## src/source/lz_macros.svh

```systemverilog
// job geometry and field widths for the job PE
// JOB_LEN must be a multiple of ISSUE_WIDTH, and JOB_LEN_LOG2 must match JOB_LEN
`ifndef LZ_MACROS_SVH
`define LZ_MACROS_SVH

// job geometry
`define LZ_JOB_LEN          16
`define LZ_JOB_LEN_LOG2     4
`define LZ_ISSUE_WIDTH      4
`define LZ_LAZY_LEN         3

// addresses and lengths
`define LZ_ADDR_WIDTH       16
`define LZ_META_LEN_WIDTH   3
`define LZ_MATCH_LEN_WIDTH  8

// sequence fields
`define LZ_OFFSET_BITS      16
`define LZ_LL_BITS          8
`define LZ_ML_BITS          8

// both request addresses skip the bytes the hash engine already matched
`define LZ_META_HISTORY_LEN 4

`endif

```

## src/source/lz_pkg.sv

```systemverilog
// shared types for the job PE; all widths come from lz_macros.svh
`default_nettype none
`include "lz_macros.svh"

package lz_pkg;

  typedef enum logic [2:0] {
    s_load,
    s_seek,
    s_match_req,
    s_match_resp,
    s_summary,
    s_lit_tail
  } job_state_e;

  typedef struct packed {
    logic [`LZ_ADDR_WIDTH-1:0]                          head_addr;
    logic [`LZ_ISSUE_WIDTH-1:0]                         hist_valid;
    logic [`LZ_ISSUE_WIDTH-1:0][`LZ_ADDR_WIDTH-1:0]     hist_addr;
    logic [`LZ_ISSUE_WIDTH-1:0][`LZ_META_LEN_WIDTH-1:0] meta_len;
    logic [`LZ_ISSUE_WIDTH-1:0]                         can_ext;
    logic                                               delim;
  } hash_batch_t;

  // hist_addr here is already biased
  typedef struct packed {
    logic                          valid;
    logic [`LZ_ADDR_WIDTH-1:0]     hist_addr;
    logic [`LZ_META_LEN_WIDTH-1:0] meta_len;
    logic                          can_ext;
    logic [`LZ_OFFSET_BITS-1:0]    offset;
  } job_entry_t;

  typedef struct packed {
    logic                           valid;
    logic                           pending;
    logic [`LZ_ADDR_WIDTH-1:0]      head_addr;
    logic [`LZ_ADDR_WIDTH-1:0]      history_addr;
    logic [`LZ_MATCH_LEN_WIDTH-1:0] match_len;
    logic [`LZ_OFFSET_BITS-1:0]     offset;
  } lazy_entry_t;

  typedef struct packed {
    logic [`LZ_LAZY_LEN-1:0][`LZ_ADDR_WIDTH-1:0] head_addr;
    logic [`LZ_LAZY_LEN-1:0][`LZ_ADDR_WIDTH-1:0] history_addr;
    logic [`LZ_LAZY_LEN-1:0]                     strb;
  } match_req_t;

  typedef struct packed {
    logic [`LZ_LAZY_LEN-1:0][`LZ_MATCH_LEN_WIDTH-1:0] match_len;
  } match_resp_t;

  typedef struct packed {
    logic [`LZ_LL_BITS-1:0]     ll;
    logic [`LZ_ML_BITS-1:0]     ml;
    logic [`LZ_OFFSET_BITS-1:0] offset;
    logic                       eoj;
    logic                       delim;
  } seq_t;

endpackage

`default_nettype wire

```

## src/source/job_control.sv

```systemverilog
// job FSM with one lazy window in flight at a time
// seek skips 8, 4 or 1 invalid positions per cycle
`default_nettype none
`include "lz_macros.svh"

module job_control (
  input  logic                          clk,
  input  logic                          rst_n,
  input  logic                          load_done,
  input  logic [`LZ_JOB_LEN-1:0]        tbl_valid,
  input  logic                          pending_any,
  input  logic                          req_ready,
  input  logic                          resp_valid,
  input  logic                          seq_valid,
  input  logic                          seq_ready,
  input  logic [`LZ_JOB_LEN_LOG2:0]     move_forward,
  input  logic                          end_of_job,
  output lz_pkg::job_state_e            state,
  output logic [`LZ_JOB_LEN_LOG2-1:0]   seq_head_ptr,
  output logic [`LZ_JOB_LEN_LOG2-1:0]   match_head_ptr
);

  localparam int PW = `LZ_JOB_LEN_LOG2;

  logic [`LZ_JOB_LEN-1:0] ahead;
  logic seq_fire;
  logic [PW-1:0] next_head;

  // valid bits from the match head onward
  assign ahead = tbl_valid >> match_head_ptr;
  assign seq_fire = seq_valid && seq_ready;
  assign next_head = seq_head_ptr + move_forward[PW-1:0];

  always_ff @(posedge clk) begin
    if (!rst_n) begin
      state <= lz_pkg::s_load;
      seq_head_ptr <= '0;
      match_head_ptr <= '0;
    end else begin
      case (state)
        lz_pkg::s_load: begin
          seq_head_ptr <= '0;
          match_head_ptr <= '0;
          if (load_done) begin
            state <= lz_pkg::s_seek;
          end
        end
        lz_pkg::s_seek: begin
          if (ahead[0]) begin
            state <= lz_pkg::s_match_req;
          end else if (match_head_ptr == PW'(`LZ_JOB_LEN - 1)) begin
            state <= lz_pkg::s_lit_tail;
          end else if (match_head_ptr < PW'(`LZ_JOB_LEN - 8) && ahead[7:0] == '0) begin
            match_head_ptr <= match_head_ptr + PW'(8);
          end else if (match_head_ptr < PW'(`LZ_JOB_LEN - 4) && ahead[3:0] == '0) begin
            match_head_ptr <= match_head_ptr + PW'(4);
          end else begin
            match_head_ptr <= match_head_ptr + 1'b1;
          end
        end
        lz_pkg::s_match_req: begin
          // nothing to extend, go straight to selection
          if (!pending_any) begin
            state <= lz_pkg::s_summary;
          end else if (req_ready) begin
            state <= lz_pkg::s_match_resp;
          end
        end
        lz_pkg::s_match_resp: begin
          if (resp_valid) begin
            state <= lz_pkg::s_summary;
          end
        end
        lz_pkg::s_summary: begin
          if (seq_fire) begin
            seq_head_ptr <= next_head;
            match_head_ptr <= next_head;
            state <= end_of_job ? lz_pkg::s_load : lz_pkg::s_seek;
          end
        end
        lz_pkg::s_lit_tail: begin
          if (seq_fire) begin
            state <= lz_pkg::s_load;
          end
        end
        default: begin
          state <= lz_pkg::s_load;
        end
      endcase
    end
  end

  a_state_legal: assert property (@(posedge clk) disable iff (!rst_n)
    state inside {lz_pkg::s_load, lz_pkg::s_seek, lz_pkg::s_match_req,
                  lz_pkg::s_match_resp, lz_pkg::s_summary, lz_pkg::s_lit_tail});

endmodule

`default_nettype wire

```

## src/source/job_pe_top.sv

```systemverilog
// one job PE: table, FSM, lazy window and summary
// a single window is outstanding at the external matcher
`default_nettype none
`include "lz_macros.svh"

module job_pe_top (
  input  logic                clk,
  input  logic                rst_n,
  input  lz_pkg::hash_batch_t batch,
  input  logic                batch_valid,
  output logic                batch_ready,
  output lz_pkg::match_req_t  match_req,
  output logic                req_valid,
  input  logic                req_ready,
  input  lz_pkg::match_resp_t match_resp,
  input  logic                resp_valid,
  output logic                resp_ready,
  output lz_pkg::seq_t        seq,
  output logic                seq_valid,
  input  logic                seq_ready
);

  lz_pkg::job_state_e state;
  logic [`LZ_JOB_LEN_LOG2-1:0] seq_head_ptr;
  logic [`LZ_JOB_LEN_LOG2-1:0] match_head_ptr;
  lz_pkg::job_entry_t [`LZ_JOB_LEN-1:0] job_tbl;
  logic [`LZ_JOB_LEN-1:0] tbl_valid;
  logic [`LZ_ADDR_WIDTH-1:0] job_head_addr;
  logic job_delim;
  logic load_done;
  lz_pkg::lazy_entry_t [`LZ_LAZY_LEN-1:0] window;
  logic pending_any;
  logic [`LZ_JOB_LEN_LOG2:0] move_forward;
  logic end_of_job;

  for (genvar p = 0; p < `LZ_JOB_LEN; p++) begin : g_tbl_valid
    assign tbl_valid[p] = job_tbl[p].valid;
  end

  job_table i_job_table (
    .clk           (clk),
    .rst_n         (rst_n),
    .state         (state),
    .batch         (batch),
    .batch_valid   (batch_valid),
    .batch_ready   (batch_ready),
    .job_tbl       (job_tbl),
    .job_head_addr (job_head_addr),
    .job_delim     (job_delim),
    .load_done     (load_done)
  );

  job_control i_job_control (
    .clk            (clk),
    .rst_n          (rst_n),
    .load_done      (load_done),
    .tbl_valid      (tbl_valid),
    .pending_any    (pending_any),
    .req_ready      (req_ready),
    .resp_valid     (resp_valid),
    .seq_valid      (seq_valid),
    .seq_ready      (seq_ready),
    .move_forward   (move_forward),
    .end_of_job     (end_of_job),
    .state          (state),
    .seq_head_ptr   (seq_head_ptr),
    .match_head_ptr (match_head_ptr)
  );

  lazy_window i_lazy_window (
    .clk            (clk),
    .state          (state),
    .match_head_ptr (match_head_ptr),
    .job_tbl        (job_tbl),
    .job_head_addr  (job_head_addr),
    .match_resp     (match_resp),
    .resp_valid     (resp_valid),
    .window         (window),
    .pending_any    (pending_any),
    .match_req      (match_req),
    .req_valid      (req_valid),
    .resp_ready     (resp_ready)
  );

  seq_summary i_seq_summary (
    .clk            (clk),
    .state          (state),
    .window         (window),
    .seq_head_ptr   (seq_head_ptr),
    .match_head_ptr (match_head_ptr),
    .job_delim      (job_delim),
    .seq            (seq),
    .seq_valid      (seq_valid),
    .move_forward   (move_forward),
    .end_of_job     (end_of_job)
  );

endmodule

`default_nettype wire

```

## src/source/job_table.sv

```systemverilog
// loads one job as JOB_LEN / ISSUE_WIDTH back-to-back batches in s_load
// offsets use the raw history address, the stored address carries the bias
`default_nettype none
`include "lz_macros.svh"

module job_table (
  input  logic                                 clk,
  input  logic                                 rst_n,
  input  lz_pkg::job_state_e                   state,
  input  lz_pkg::hash_batch_t                  batch,
  input  logic                                 batch_valid,
  output logic                                 batch_ready,
  output lz_pkg::job_entry_t [`LZ_JOB_LEN-1:0] job_tbl,
  output logic [`LZ_ADDR_WIDTH-1:0]            job_head_addr,
  output logic                                 job_delim,
  output logic                                 load_done
);

  localparam int NUM_BATCHES = `LZ_JOB_LEN / `LZ_ISSUE_WIDTH;
  localparam int CNT_W = $clog2(NUM_BATCHES);

  logic [CNT_W-1:0] batch_cnt;
  logic batch_fire;
  lz_pkg::job_entry_t [`LZ_ISSUE_WIDTH-1:0] lane_entry;

  assign batch_ready = (state == lz_pkg::s_load);
  assign batch_fire = batch_valid && batch_ready;
  assign load_done = batch_fire && (batch_cnt == CNT_W'(NUM_BATCHES - 1));

  always_comb begin
    for (int l = 0; l < `LZ_ISSUE_WIDTH; l++) begin
      lane_entry[l].valid = batch.hist_valid[l];
      lane_entry[l].hist_addr = batch.hist_addr[l] +
                                `LZ_ADDR_WIDTH'(`LZ_META_HISTORY_LEN);
      lane_entry[l].meta_len = batch.meta_len[l];
      lane_entry[l].can_ext = batch.can_ext[l];
      // distance back from this lane's byte, zero when no candidate
      lane_entry[l].offset = batch.hist_valid[l] ?
          `LZ_OFFSET_BITS'(batch.head_addr + `LZ_ADDR_WIDTH'(l) - batch.hist_addr[l]) : '0;
    end
  end

  always_ff @(posedge clk) begin
    if (!rst_n) begin
      batch_cnt <= '0;
    end else if (batch_fire) begin
      batch_cnt <= load_done ? '0 : batch_cnt + 1'b1;
    end
  end

  always_ff @(posedge clk) begin
    if (batch_fire) begin
      for (int l = 0; l < `LZ_ISSUE_WIDTH; l++) begin
        job_tbl[int'(batch_cnt) * `LZ_ISSUE_WIDTH + l] <= lane_entry[l];
      end
      if (batch_cnt == '0) begin
        job_head_addr <= batch.head_addr;
      end
      // delim belongs to the job, only the last batch has it
      if (load_done) begin
        job_delim <= batch.delim;
      end
    end
  end

endmodule

`default_nettype wire

```

## src/source/lazy_window.sv

```systemverilog
// lazy window of LAZY_LEN positions from the match head
// only pending entries are sent to the matcher and take its lengths
`default_nettype none
`include "lz_macros.svh"

module lazy_window (
  input  logic                                   clk,
  input  lz_pkg::job_state_e                     state,
  input  logic [`LZ_JOB_LEN_LOG2-1:0]            match_head_ptr,
  input  lz_pkg::job_entry_t [`LZ_JOB_LEN-1:0]   job_tbl,
  input  logic [`LZ_ADDR_WIDTH-1:0]              job_head_addr,
  input  lz_pkg::match_resp_t                    match_resp,
  input  logic                                   resp_valid,
  output lz_pkg::lazy_entry_t [`LZ_LAZY_LEN-1:0] window,
  output logic                                   pending_any,
  output lz_pkg::match_req_t                     match_req,
  output logic                                   req_valid,
  output logic                                   resp_ready
);

  localparam int PW = `LZ_JOB_LEN_LOG2;

  logic load_en;
  logic resp_fire;
  logic [PW:0] pos [`LZ_LAZY_LEN];
  logic [PW-1:0] idx [`LZ_LAZY_LEN];
  lz_pkg::lazy_entry_t [`LZ_LAZY_LEN-1:0] fill;
  logic [`LZ_LAZY_LEN-1:0] pending_vec;

  assign load_en = (state == lz_pkg::s_seek) && job_tbl[match_head_ptr].valid;
  assign resp_ready = (state == lz_pkg::s_match_resp);
  assign resp_fire = resp_ready && resp_valid;

  always_comb begin
    for (int i = 0; i < `LZ_LAZY_LEN; i++) begin
      pos[i] = {1'b0, match_head_ptr} + (PW+1)'(i);
      idx[i] = pos[i][PW-1:0];
      fill[i] = '0;
      // entries past the job end stay invalid
      if (pos[i] < (PW+1)'(`LZ_JOB_LEN)) begin
        fill[i].valid = job_tbl[idx[i]].valid;
        fill[i].pending = job_tbl[idx[i]].valid && job_tbl[idx[i]].can_ext;
        // same offset as the position before repeats its match
        if (i > 0 && job_tbl[idx[i]].offset == job_tbl[idx[i] - 1'b1].offset) begin
          fill[i].pending = 1'b0;
        end
        fill[i].head_addr = job_head_addr + `LZ_ADDR_WIDTH'(idx[i]) +
                            `LZ_ADDR_WIDTH'(`LZ_META_HISTORY_LEN);
        fill[i].history_addr = job_tbl[idx[i]].hist_addr;
        fill[i].match_len = `LZ_MATCH_LEN_WIDTH'(job_tbl[idx[i]].meta_len);
        fill[i].offset = job_tbl[idx[i]].offset;
      end
    end
  end

  always_ff @(posedge clk) begin
    if (load_en) begin
      window <= fill;
    end else if (resp_fire) begin
      for (int i = 0; i < `LZ_LAZY_LEN; i++) begin
        if (window[i].pending) begin
          window[i].match_len <= window[i].match_len + match_resp.match_len[i];
        end
      end
    end
  end

  always_comb begin
    for (int i = 0; i < `LZ_LAZY_LEN; i++) begin
      pending_vec[i] = window[i].pending;
      match_req.head_addr[i] = window[i].head_addr;
      match_req.history_addr[i] = window[i].history_addr;
    end
    match_req.strb = pending_vec;
  end

  assign pending_any = |pending_vec;
  assign req_valid = (state == lz_pkg::s_match_req) && pending_any;

  // the window must not lose its pending entries while a request is open
  a_req_pending: assert property (@(posedge clk)
    req_valid |=> pending_any &&
                  (state inside {lz_pkg::s_match_req, lz_pkg::s_match_resp}));

endmodule

`default_nettype wire

```

## src/source/seq_summary.sv

```systemverilog
// picks the best window entry through one register stage
// seq_valid comes up on the second summary cycle; the literal tail is immediate
`default_nettype none
`include "lz_macros.svh"

module seq_summary (
  input  logic                                   clk,
  input  lz_pkg::job_state_e                     state,
  input  lz_pkg::lazy_entry_t [`LZ_LAZY_LEN-1:0] window,
  input  logic [`LZ_JOB_LEN_LOG2-1:0]            seq_head_ptr,
  input  logic [`LZ_JOB_LEN_LOG2-1:0]            match_head_ptr,
  input  logic                                   job_delim,
  output lz_pkg::seq_t                           seq,
  output logic                                   seq_valid,
  output logic [`LZ_JOB_LEN_LOG2:0]              move_forward,
  output logic                                   end_of_job
);

  localparam int PW = `LZ_JOB_LEN_LOG2;
  localparam int SW = `LZ_MATCH_LEN_WIDTH + 2;
  localparam int IW = $clog2(`LZ_LAZY_LEN);

  logic signed [SW-1:0] score;
  logic signed [SW-1:0] best_score;
  logic [IW-1:0] best_idx;
  lz_pkg::lazy_entry_t best;
  logic [PW:0] match_pos;
  logic [PW:0] room;
  logic [`LZ_ML_BITS-1:0] ml_clip;
  logic [PW:0] pick_forward;
  lz_pkg::seq_t pick;
  lz_pkg::seq_t pick_q;
  logic [PW:0] forward_q;
  logic sel_q;
  logic [PW:0] tail_ll;
  lz_pkg::seq_t tail;

  // gain of entry i is match_len - i, ties keep the earlier entry
  always_comb begin
    best_idx = '0;
    best_score = $signed({2'b00, window[0].match_len});
    for (int i = 1; i < `LZ_LAZY_LEN; i++) begin
      score = $signed({2'b00, window[i].match_len}) - SW'(i);
      if (window[i].valid && score > best_score) begin
        best_idx = IW'(i);
        best_score = score;
      end
    end
  end

  assign best = window[best_idx];
  assign match_pos = {1'b0, match_head_ptr} + (PW+1)'(best_idx);
  // clip so the match stops at the job end
  assign room = (PW+1)'(`LZ_JOB_LEN) - match_pos;
  assign ml_clip = (best.match_len > `LZ_MATCH_LEN_WIDTH'(room)) ?
                   `LZ_ML_BITS'(room) : `LZ_ML_BITS'(best.match_len);
  assign pick_forward = match_pos - {1'b0, seq_head_ptr} + (PW+1)'(ml_clip);

  always_comb begin
    pick.ll = `LZ_LL_BITS'(match_pos - {1'b0, seq_head_ptr});
    pick.ml = ml_clip;
    pick.offset = best.offset;
    pick.eoj = ({1'b0, seq_head_ptr} + pick_forward) >= (PW+1)'(`LZ_JOB_LEN);
    pick.delim = pick.eoj && job_delim;
  end

  always_ff @(posedge clk) begin
    sel_q <= (state == lz_pkg::s_summary);
    pick_q <= pick;
    forward_q <= pick_forward;
  end

  // rest of the job as literals
  assign tail_ll = (PW+1)'(`LZ_JOB_LEN) - {1'b0, seq_head_ptr};

  always_comb begin
    tail.ll = `LZ_LL_BITS'(tail_ll);
    tail.ml = '0;
    tail.offset = '0;
    tail.eoj = 1'b1;
    tail.delim = job_delim;
  end

  assign seq_valid = ((state == lz_pkg::s_summary) && sel_q) ||
                     (state == lz_pkg::s_lit_tail);
  assign seq = (state == lz_pkg::s_lit_tail) ? tail : pick_q;
  assign move_forward = (state == lz_pkg::s_lit_tail) ? tail_ll : forward_q;
  assign end_of_job = seq.eoj;

  // no sequence reaches past the job end
  a_ml_bound: assert property (@(posedge clk)
    seq_valid |-> seq.ml <= `LZ_ML_BITS'(`LZ_JOB_LEN) &&
                  ({1'b0, seq_head_ptr} + move_forward) <= (PW+1)'(`LZ_JOB_LEN));

endmodule

`default_nettype wire
```

## config.mk

```make
export PLATFORM = sky130hd
export DESIGN_NAME = job_pe_top
export DESIGN_NICKNAME = d
export VERILOG_FILES = /design/src/source/lz_pkg.sv /design/src/source/job_control.sv /design/src/source/job_pe_top.sv /design/src/source/job_table.sv /design/src/source/lazy_window.sv /design/src/source/seq_summary.sv
export VERILOG_INCLUDE_DIRS = /design/src /design/src/source
export SDC_FILE = /design/constraint.sdc
export NUM_CORES = 2
export LEC_CHECK = 0
export ABC_AREA = 1
export BUFFER_PORTS_ARGS = -buffer_cell sky130_fd_sc_hd__buf_2
export CAP_MARGIN = 20
export CORE_ASPECT_RATIO = 0.6
export CORE_UTILIZATION = 35
export CTS_CLUSTER_DIAMETER = 200
export DETAILED_ROUTE_END_ITERATION = 6
export PLACE_DENSITY = 0.59
export SLEW_MARGIN = 0
export SYNTH_ARGS = -nofsm -noshare
export SYNTH_HDL_FRONTEND = slang
export SYNTH_SLANG_ARGS = --single-unit
export TNS_END_PERCENT = 50
```

## constraint.sdc

```tcl
create_clock -name clk -period 16.2 [get_ports clk]
set_clock_uncertainty 0.05 [all_clocks]
set_input_delay 1.62 -clock clk [delete_from_list [all_inputs] [get_ports clk]]
set_output_delay 1.62 -clock clk [all_outputs]
set_load 0.01 [all_outputs]
```

Yosys cells after proc, flatten, opt, wreduce, memory -nomap -nowiden. Index checks and enable logic that the tools add are counted.

Flip-flop bits (word level): 835. Output and inout bits: 137.

Add/subtract/negate cells: 41. $lt $le $gt $ge: 23. Equality and inequality tests: 17. Shift operators: 1. Muxes and demuxes: 64. Bitwise operators: 2. Reduce and logical (&&, ||, !) cells: 41.

Operator list (count): $bwmux 592 (4); $bmux 37 s4 (5); $demux 37 s4 (3); $mux 37 (7); $bmux 58 s2 (1); $add 16x3->16 const B (7); $ge 32x1->1 const B (3); $lt 32x6->1 const B (3); $mux 16 (6); $demux 37 s2 (1); $mux 8 (9); $sub 16x16->16 (4); $mux 19 (3); $add 16x4->16 (3); $lt 4x5->1 const B (7); $mux 34 (1); $add 16x2->16 const B (2); $eq 16x16->1 (2); $add 8x8->8 (3); $mux 24 (1); $mux 3 (8); $mux 4 (6); $logic_and 1x1->1 (19); $pmux 3 s6 (1); 55 further kinds (80).

Longest topological paths before layout.
Depth in word-level cells: 15. Depth in mapped cells: 57.

By module. A second synthesis with hierarchy kept.

Cell total of the unflattened synthesis: 7180. Area total of the unflattened synthesis: 55162.9 um^2.

By module, submodules not included: lazy_window (instances 1, cells an instance 4691, area each 26141.3 um^2, sequential area each 5225.0 um^2); job_table (instances 1, cells an instance 1720, area each 24204.5 um^2, sequential area each 18327.6 um^2); seq_summary (instances 1, cells an instance 510, area each 3455.8 um^2, sequential area each 760.7 um^2); job_control (instances 1, cells an instance 259, area each 1361.3 um^2, sequential area each 220.2 um^2).

Worst setup path after synthesis. Ideal clock, no wire load.

Path type: input-to-reg. Start: input port batch_valid. End: register i_job_table.job_head_addr[0], enable pin. Arrival: 8.611 ns. Required time: 15.459 ns. Setup slack: 6.848 ns. Stages: 2. Cells stage by stage: nand2_1 > nor2_1.

Cells in the longest elaborated chain, start to end: 2.

Ends and longest elaborated chain: start, declared (line job_pe_top.sv:10) `input logic batch_valid,`; $logic_and 1x1->1 (line job_table.sv:27) `assign batch_fire = batch_valid && batch_ready;`; $reduce_and 2->1 (no line); end signal, assigned (line job_table.sv:57) `job_head_addr <= batch.head_addr;`; end, declared (line job_table.sv:14) `` output logic [`LZ_ADDR_WIDTH-1:0] job_head_addr, ``.

Every way passes these cells. A chain may end at the register's enable or synchronous reset.

==> results.md <==
Synthesis:
- The main combinational cell family by area after synthesis is simple AND/OR/NAND/NOR gates.
- The post-synthesis cell type count is 52.
- The post-synthesis instance area is 52300 sq um.
- The biggest area consumer among synthesized cells is sky130_fd_sc_hd__edfxtp_1.
- The number of cells produced by synthesis is between 6000 and 7000.
- The register bit count reported by yosys is 832.
- The synthesized-area fraction occupied by adder cells is 0.0546.
- In this run the mean area of a mapped cell was between 8 and 9 sq um.
- After synthesis, the share of cell area in mux cells is 0.00344.
- The sequential fraction of the synthesis area is 0.468.
- Sorting the synthesized cells by area gives the leading types as sky130_fd_sc_hd__edfxtp_1, sky130_fd_sc_hd__nand2_1, sky130_fd_sc_hd__o21ai_0.
- The synthesized-area fraction occupied by ao, oa, aoi and oai cells is 0.170.
- Of the total synthesized cell area, the portion taken by AND, OR, NAND and NOR gates is 0.191.
- The xor-xnor portion of the synthesized cell area is 0.0216.
- The primary flip-flop cell chosen by synthesis mapping is sky130_fd_sc_hd__edfxtp_1.
- The async set or reset register ratio after synthesis is 0.
- During synthesis, Yosys emitted a total of 0 warnings.
- The count of flip-flops with a built-in enable after synthesis is 782.
- The share of synthesized area in the top cell type comes to 0.449.

Drt:
- After detailed routing, the number of remaining DRC violations is 0.
- The routed wirelength normalized by instance count is 23.9 microns.
- The violation count after the first detailed-route iteration is 7384.
- Detailed routing inserted a total of 46929 vias.
- The remaining antenna violation count is 0.
- Dividing the detail-routed via count by the number of cells gives 5.56.
- The total detailed-routing wirelength is 202000 microns.
- For this run, the detailed router's first-pass iteration total came to 6.

Die:
- Measured along the x axis, the die boundary spans 501 microns.
- The floorplan step defined a die boundary enclosing 151000 sq um.
- The area of the core is ~150000 sq um.
- For this configuration, the core starts out at a cell density of 0.354.
- In this run the count of I/O pins placed on the die edge is 268.
- The floorplan has ~110 rows.
- The floorplan step set the die height to between 300 and 400 microns.

Place:
- The routability congestion estimate from global placement is 0.942.
- The count of input and output buffers is 267.
- The HPWL after detailed placement is around 140000 microns.
- The instance area after placement is 54600 sq um.

Pwr:
- The share of total power consumed by net switching is 0.512.
- The net load switching power is 6.41 mW.
- The share of total power dissipated in sequential elements is 0.257.
- Of the total power, combinational logic draws 0.580.
- Of the total power, the clock network draws 0.162.
- The power density of the placed cells is 218 nW/um^2.
- Cell internal power was estimated by the tool at 6.11 mW.
- The leakage power figure is 23.5 nW.
- The peak supply drop is 0.000296 V.

STA:
- The post-layout minimum cycle time is 10.56 ns.
- The worst slack on hold paths is 0.407 ns.
- The worst pin sits at a relative slew slack of 0.179.
- Setup repair after global routing left no endpoint under its margin.
- The max-slew violation count is 0.
- For this run, the top clock speed supported by timing is between 0.09 and 0.1 GHz.
- The setup TNS after final layout is 0 ns.
- The setup-violating endpoint count in the final report is 0.
- The final count of hold timing violations is 0.
- The fraction of the cycle the final worst path needs is 0.652.
- The slew of the pin with the lowest slew margin is 1.23 ns.

Global route:
- The initial antenna violation count is 23.
- The global-route congestion overflow total is 0.
- For this run, the total global-route usage over all layers was measured as 0.262.
- The number of global-route vias before repair is around 42000.
- The first-pass GRT wire length is 290000 microns.
- Entering global routing, the biggest net connects 168 pins.

Setup path:
- The worst-case register-to-register setup slack is 5.64 ns.
- The critical path required time is 16.83 ns.
- The critical-path maximum fanout is 27.
- The type of the worst setup path is flip-flop to flip-flop.
- STA classifies the critical path endpoint as a flip-flop.
- The arrival time of the worst setup path is 11.20 ns.
- In this run the critical register-to-register path is captured at i_seq_summary.pick_q[0].
- Among the stages of the critical path, the cell type that occurs most often is sky130_fd_sc_hd__nand2_1.
- STA classifies the critical path startpoint as a flip-flop.
- The number of cells on the worst reg-to-reg path is between 50 and 60.
- The origin of the critical flop-to-flop path is i_lazy_window.window[74].
- The worst-path cell with the longest stage delay is sky130_fd_sc_hd__fa_1.
- The largest single stage delay on the critical path is 0.51 ns.

Clock network:
- Counting the buffers created by CTS gives 87.
- The clock tree root buffer cell is sky130_fd_sc_hd__clkbuf_16.
- Clock latency on the worst-skew pair, taken at its later pin, is 0.74 ns.
- The count of hold-fix buffers inserted at cts is 0.
- TritonCTS built the clock tree.
- Clock-pin slew was measured on the worst setup and hold paths at 0.07 ns.
- The count of cells resized by post-cts repair is 0.
- The post-CTS repair timing setup buffer count is 0.
- The maximum clock insertion buffer count is 3.
- The H-tree level count is 3.
- The clock net sink count is roughly 830.

Final layout:
- The net count reported at finish is 6709.
- Leaving out fill and tap cells, the most frequent cell in the layout is sky130_fd_sc_hd__nand2_1.
- In the layout the commonest cells are sky130_fd_sc_hd__nand2_1, sky130_fd_sc_hd__o21ai_0, sky130_fd_sc_hd__edfxtp_1.
- The finished cells cover 57600 sq um.
- In the final layout, the share of cells above drive strength 1 is 0.0848.
- The post-synthesis to final-layout area growth is 10.1%.

Min path:
- The endpoint of the worst hold path is i_seq_summary.pick_q[16].
- In this run the worst hold path is classified as flip-flop to flip-flop.
- Along the worst hold path, the cell count comes to 2.
- In this run the most critical hold path is launched from i_lazy_window.window[130].

Run:
- The count of maximum capacitance violations is 0.

Outcome:
- The run finished with clean final reports.
[power groups by stage]
stage | sequential [mW] | clock, mW | combinational, mW
final | 3.22 | 2.03 | 7.27
after global routing | 3.25 | 2.13 | 7.91
after CTS | 3.22 | 2.06 | 7.05
after detailed placement | 3.26 | 0 | 7.03
after global placement | 3.26 | 0 | 6.97
after floorplan | 3.19 | 0 | 4.73
[per-layer routing]
metal	track usage	part of all wire	vias to the layer above
li1	-	-	21646
met1	0.396	0.45	21995
met2	0.345	0.38	2927
met3	0.0894	0.15	343
met4	0.0702	0.025	18
met5	0	0.00066	-
[area by class of cell]
type	count	area [sq um]
fillers	15017	90300
clock inverters	52	470
repair buffers	364	2190
flip-flops and latches	832	24500
multi-input cells	4434	23100
well taps	1998	2500
clock buffers	105	2330
diodes	13	32.5
inverters	641	2430
[sequential cells by signal, summed over array words and instances, names as in the netlist, 2 cells and up]
signal	cells
i_job_control.match_head_ptr	4
i_job_table.job_head_addr	16
i_job_control.state	3
i_job_control.seq_head_ptr	4
i_seq_summary.forward_q	4
i_lazy_window.window	74
i_job_table.batch_cnt	2
i_seq_summary.pick_q	32
i_lazy_window.match_req	99
i_job_table.job_tbl	592
[stage by stage]
stage | worst slack [ns] | util | std cells | power (mW)
detailed placement | 5.73 | 0.369 | 8260 | 10.3
floorplan | 6.85 | - | 6382 | 7.93
CTS | 5.71 | 0.388 | 8417 | 12.3
global placement | 5.82 | 0.369 | 8253 | 10.2
finish | 5.64 | 0.389 | 8439 | 12.5
global route | 4.64 | 0.389 | 8428 | 13.3
[synthesized netlist by cell type, types with 15 or more instances]
| master | n |
|---|---|
| sky130_fd_sc_hd__a31oi_1 | 37 |
| sky130_fd_sc_hd__clkbuf_1 | 210 |
| sky130_fd_sc_hd__xor2_1 | 102 |
| sky130_fd_sc_hd__o21ai_1 | 23 |
| sky130_fd_sc_hd__o22ai_1 | 15 |
| sky130_fd_sc_hd__edfxtp_1 | 782 |
| sky130_fd_sc_hd__buf_2 | 118 |
| sky130_fd_sc_hd__a21oi_1 | 426 |
| sky130_fd_sc_hd__nand3_1 | 403 |
| sky130_fd_sc_hd__fa_1 | 17 |
| sky130_fd_sc_hd__buf_4 | 108 |
| sky130_fd_sc_hd__o21ai_0 | 812 |
| sky130_fd_sc_hd__o221ai_1 | 16 |
| sky130_fd_sc_hd__nor2_1 | 523 |
| sky130_fd_sc_hd__o31ai_1 | 17 |
| sky130_fd_sc_hd__inv_1 | 631 |
| sky130_fd_sc_hd__mux2i_1 | 18 |
| sky130_fd_sc_hd__dfxtp_1 | 50 |
| sky130_fd_sc_hd__nor3_1 | 58 |
| sky130_fd_sc_hd__ha_1 | 201 |
| sky130_fd_sc_hd__xnor2_1 | 21 |
| sky130_fd_sc_hd__a311oi_1 | 19 |
| sky130_fd_sc_hd__buf_1 | 34 |
| sky130_fd_sc_hd__o211ai_1 | 184 |
| sky130_fd_sc_hd__nand2_1 | 1426 |
[kinds of logic after synthesis]
| group | Yosys count |
|---|---|
| AOI/OAI and AO/OA | 1603 |
| xor gates and xnor gates | 125 |
| adders and majority gates | 218 |
| buffers and inverters | 1116 |
| DFF | 832 |
| muxes | 18 |
| other | 2 |
| and+or+nand+nor | 2466 |
[worst max-delay path by stage]
| stage | start | end | slack, ns | cells past startpoint |
|---|---|---|---|---|
| after floorplan | batch_valid | i_job_table.job_head_addr[0] | 6.85 | 2 |
| after global placement | i_lazy_window.window[74] | i_seq_summary.pick_q[1] | 5.82 | 52 |
| after detailed placement | i_lazy_window.window[74] | i_seq_summary.pick_q[0] | 5.73 | 53 |
| after CTS | i_lazy_window.window[74] | i_seq_summary.pick_q[0] | 5.71 | 53 |
| after global routing | i_lazy_window.window[74] | i_seq_summary.pick_q[0] | 4.64 | 53 |
| final | i_lazy_window.window[74] | i_seq_summary.pick_q[0] | 5.64 | 53 |
[critical path, delay by kind of cell, from the launching register on]
| family | cells | cell delay, ns |
|---|---|---|
| adders and majority gates | 9 | 3.08 |
| and+or+nand+nor | 20 | 2.45 |
| buffers and inverters | 12 | 1.97 |
| xor gates and xnor gates | 4 | 1.27 |
| AOI/OAI and AO/OA | 8 | 1.21 |
| DFF | 1 | 0.43 |
Note: power is estimated with default switching activity, not from simulation.
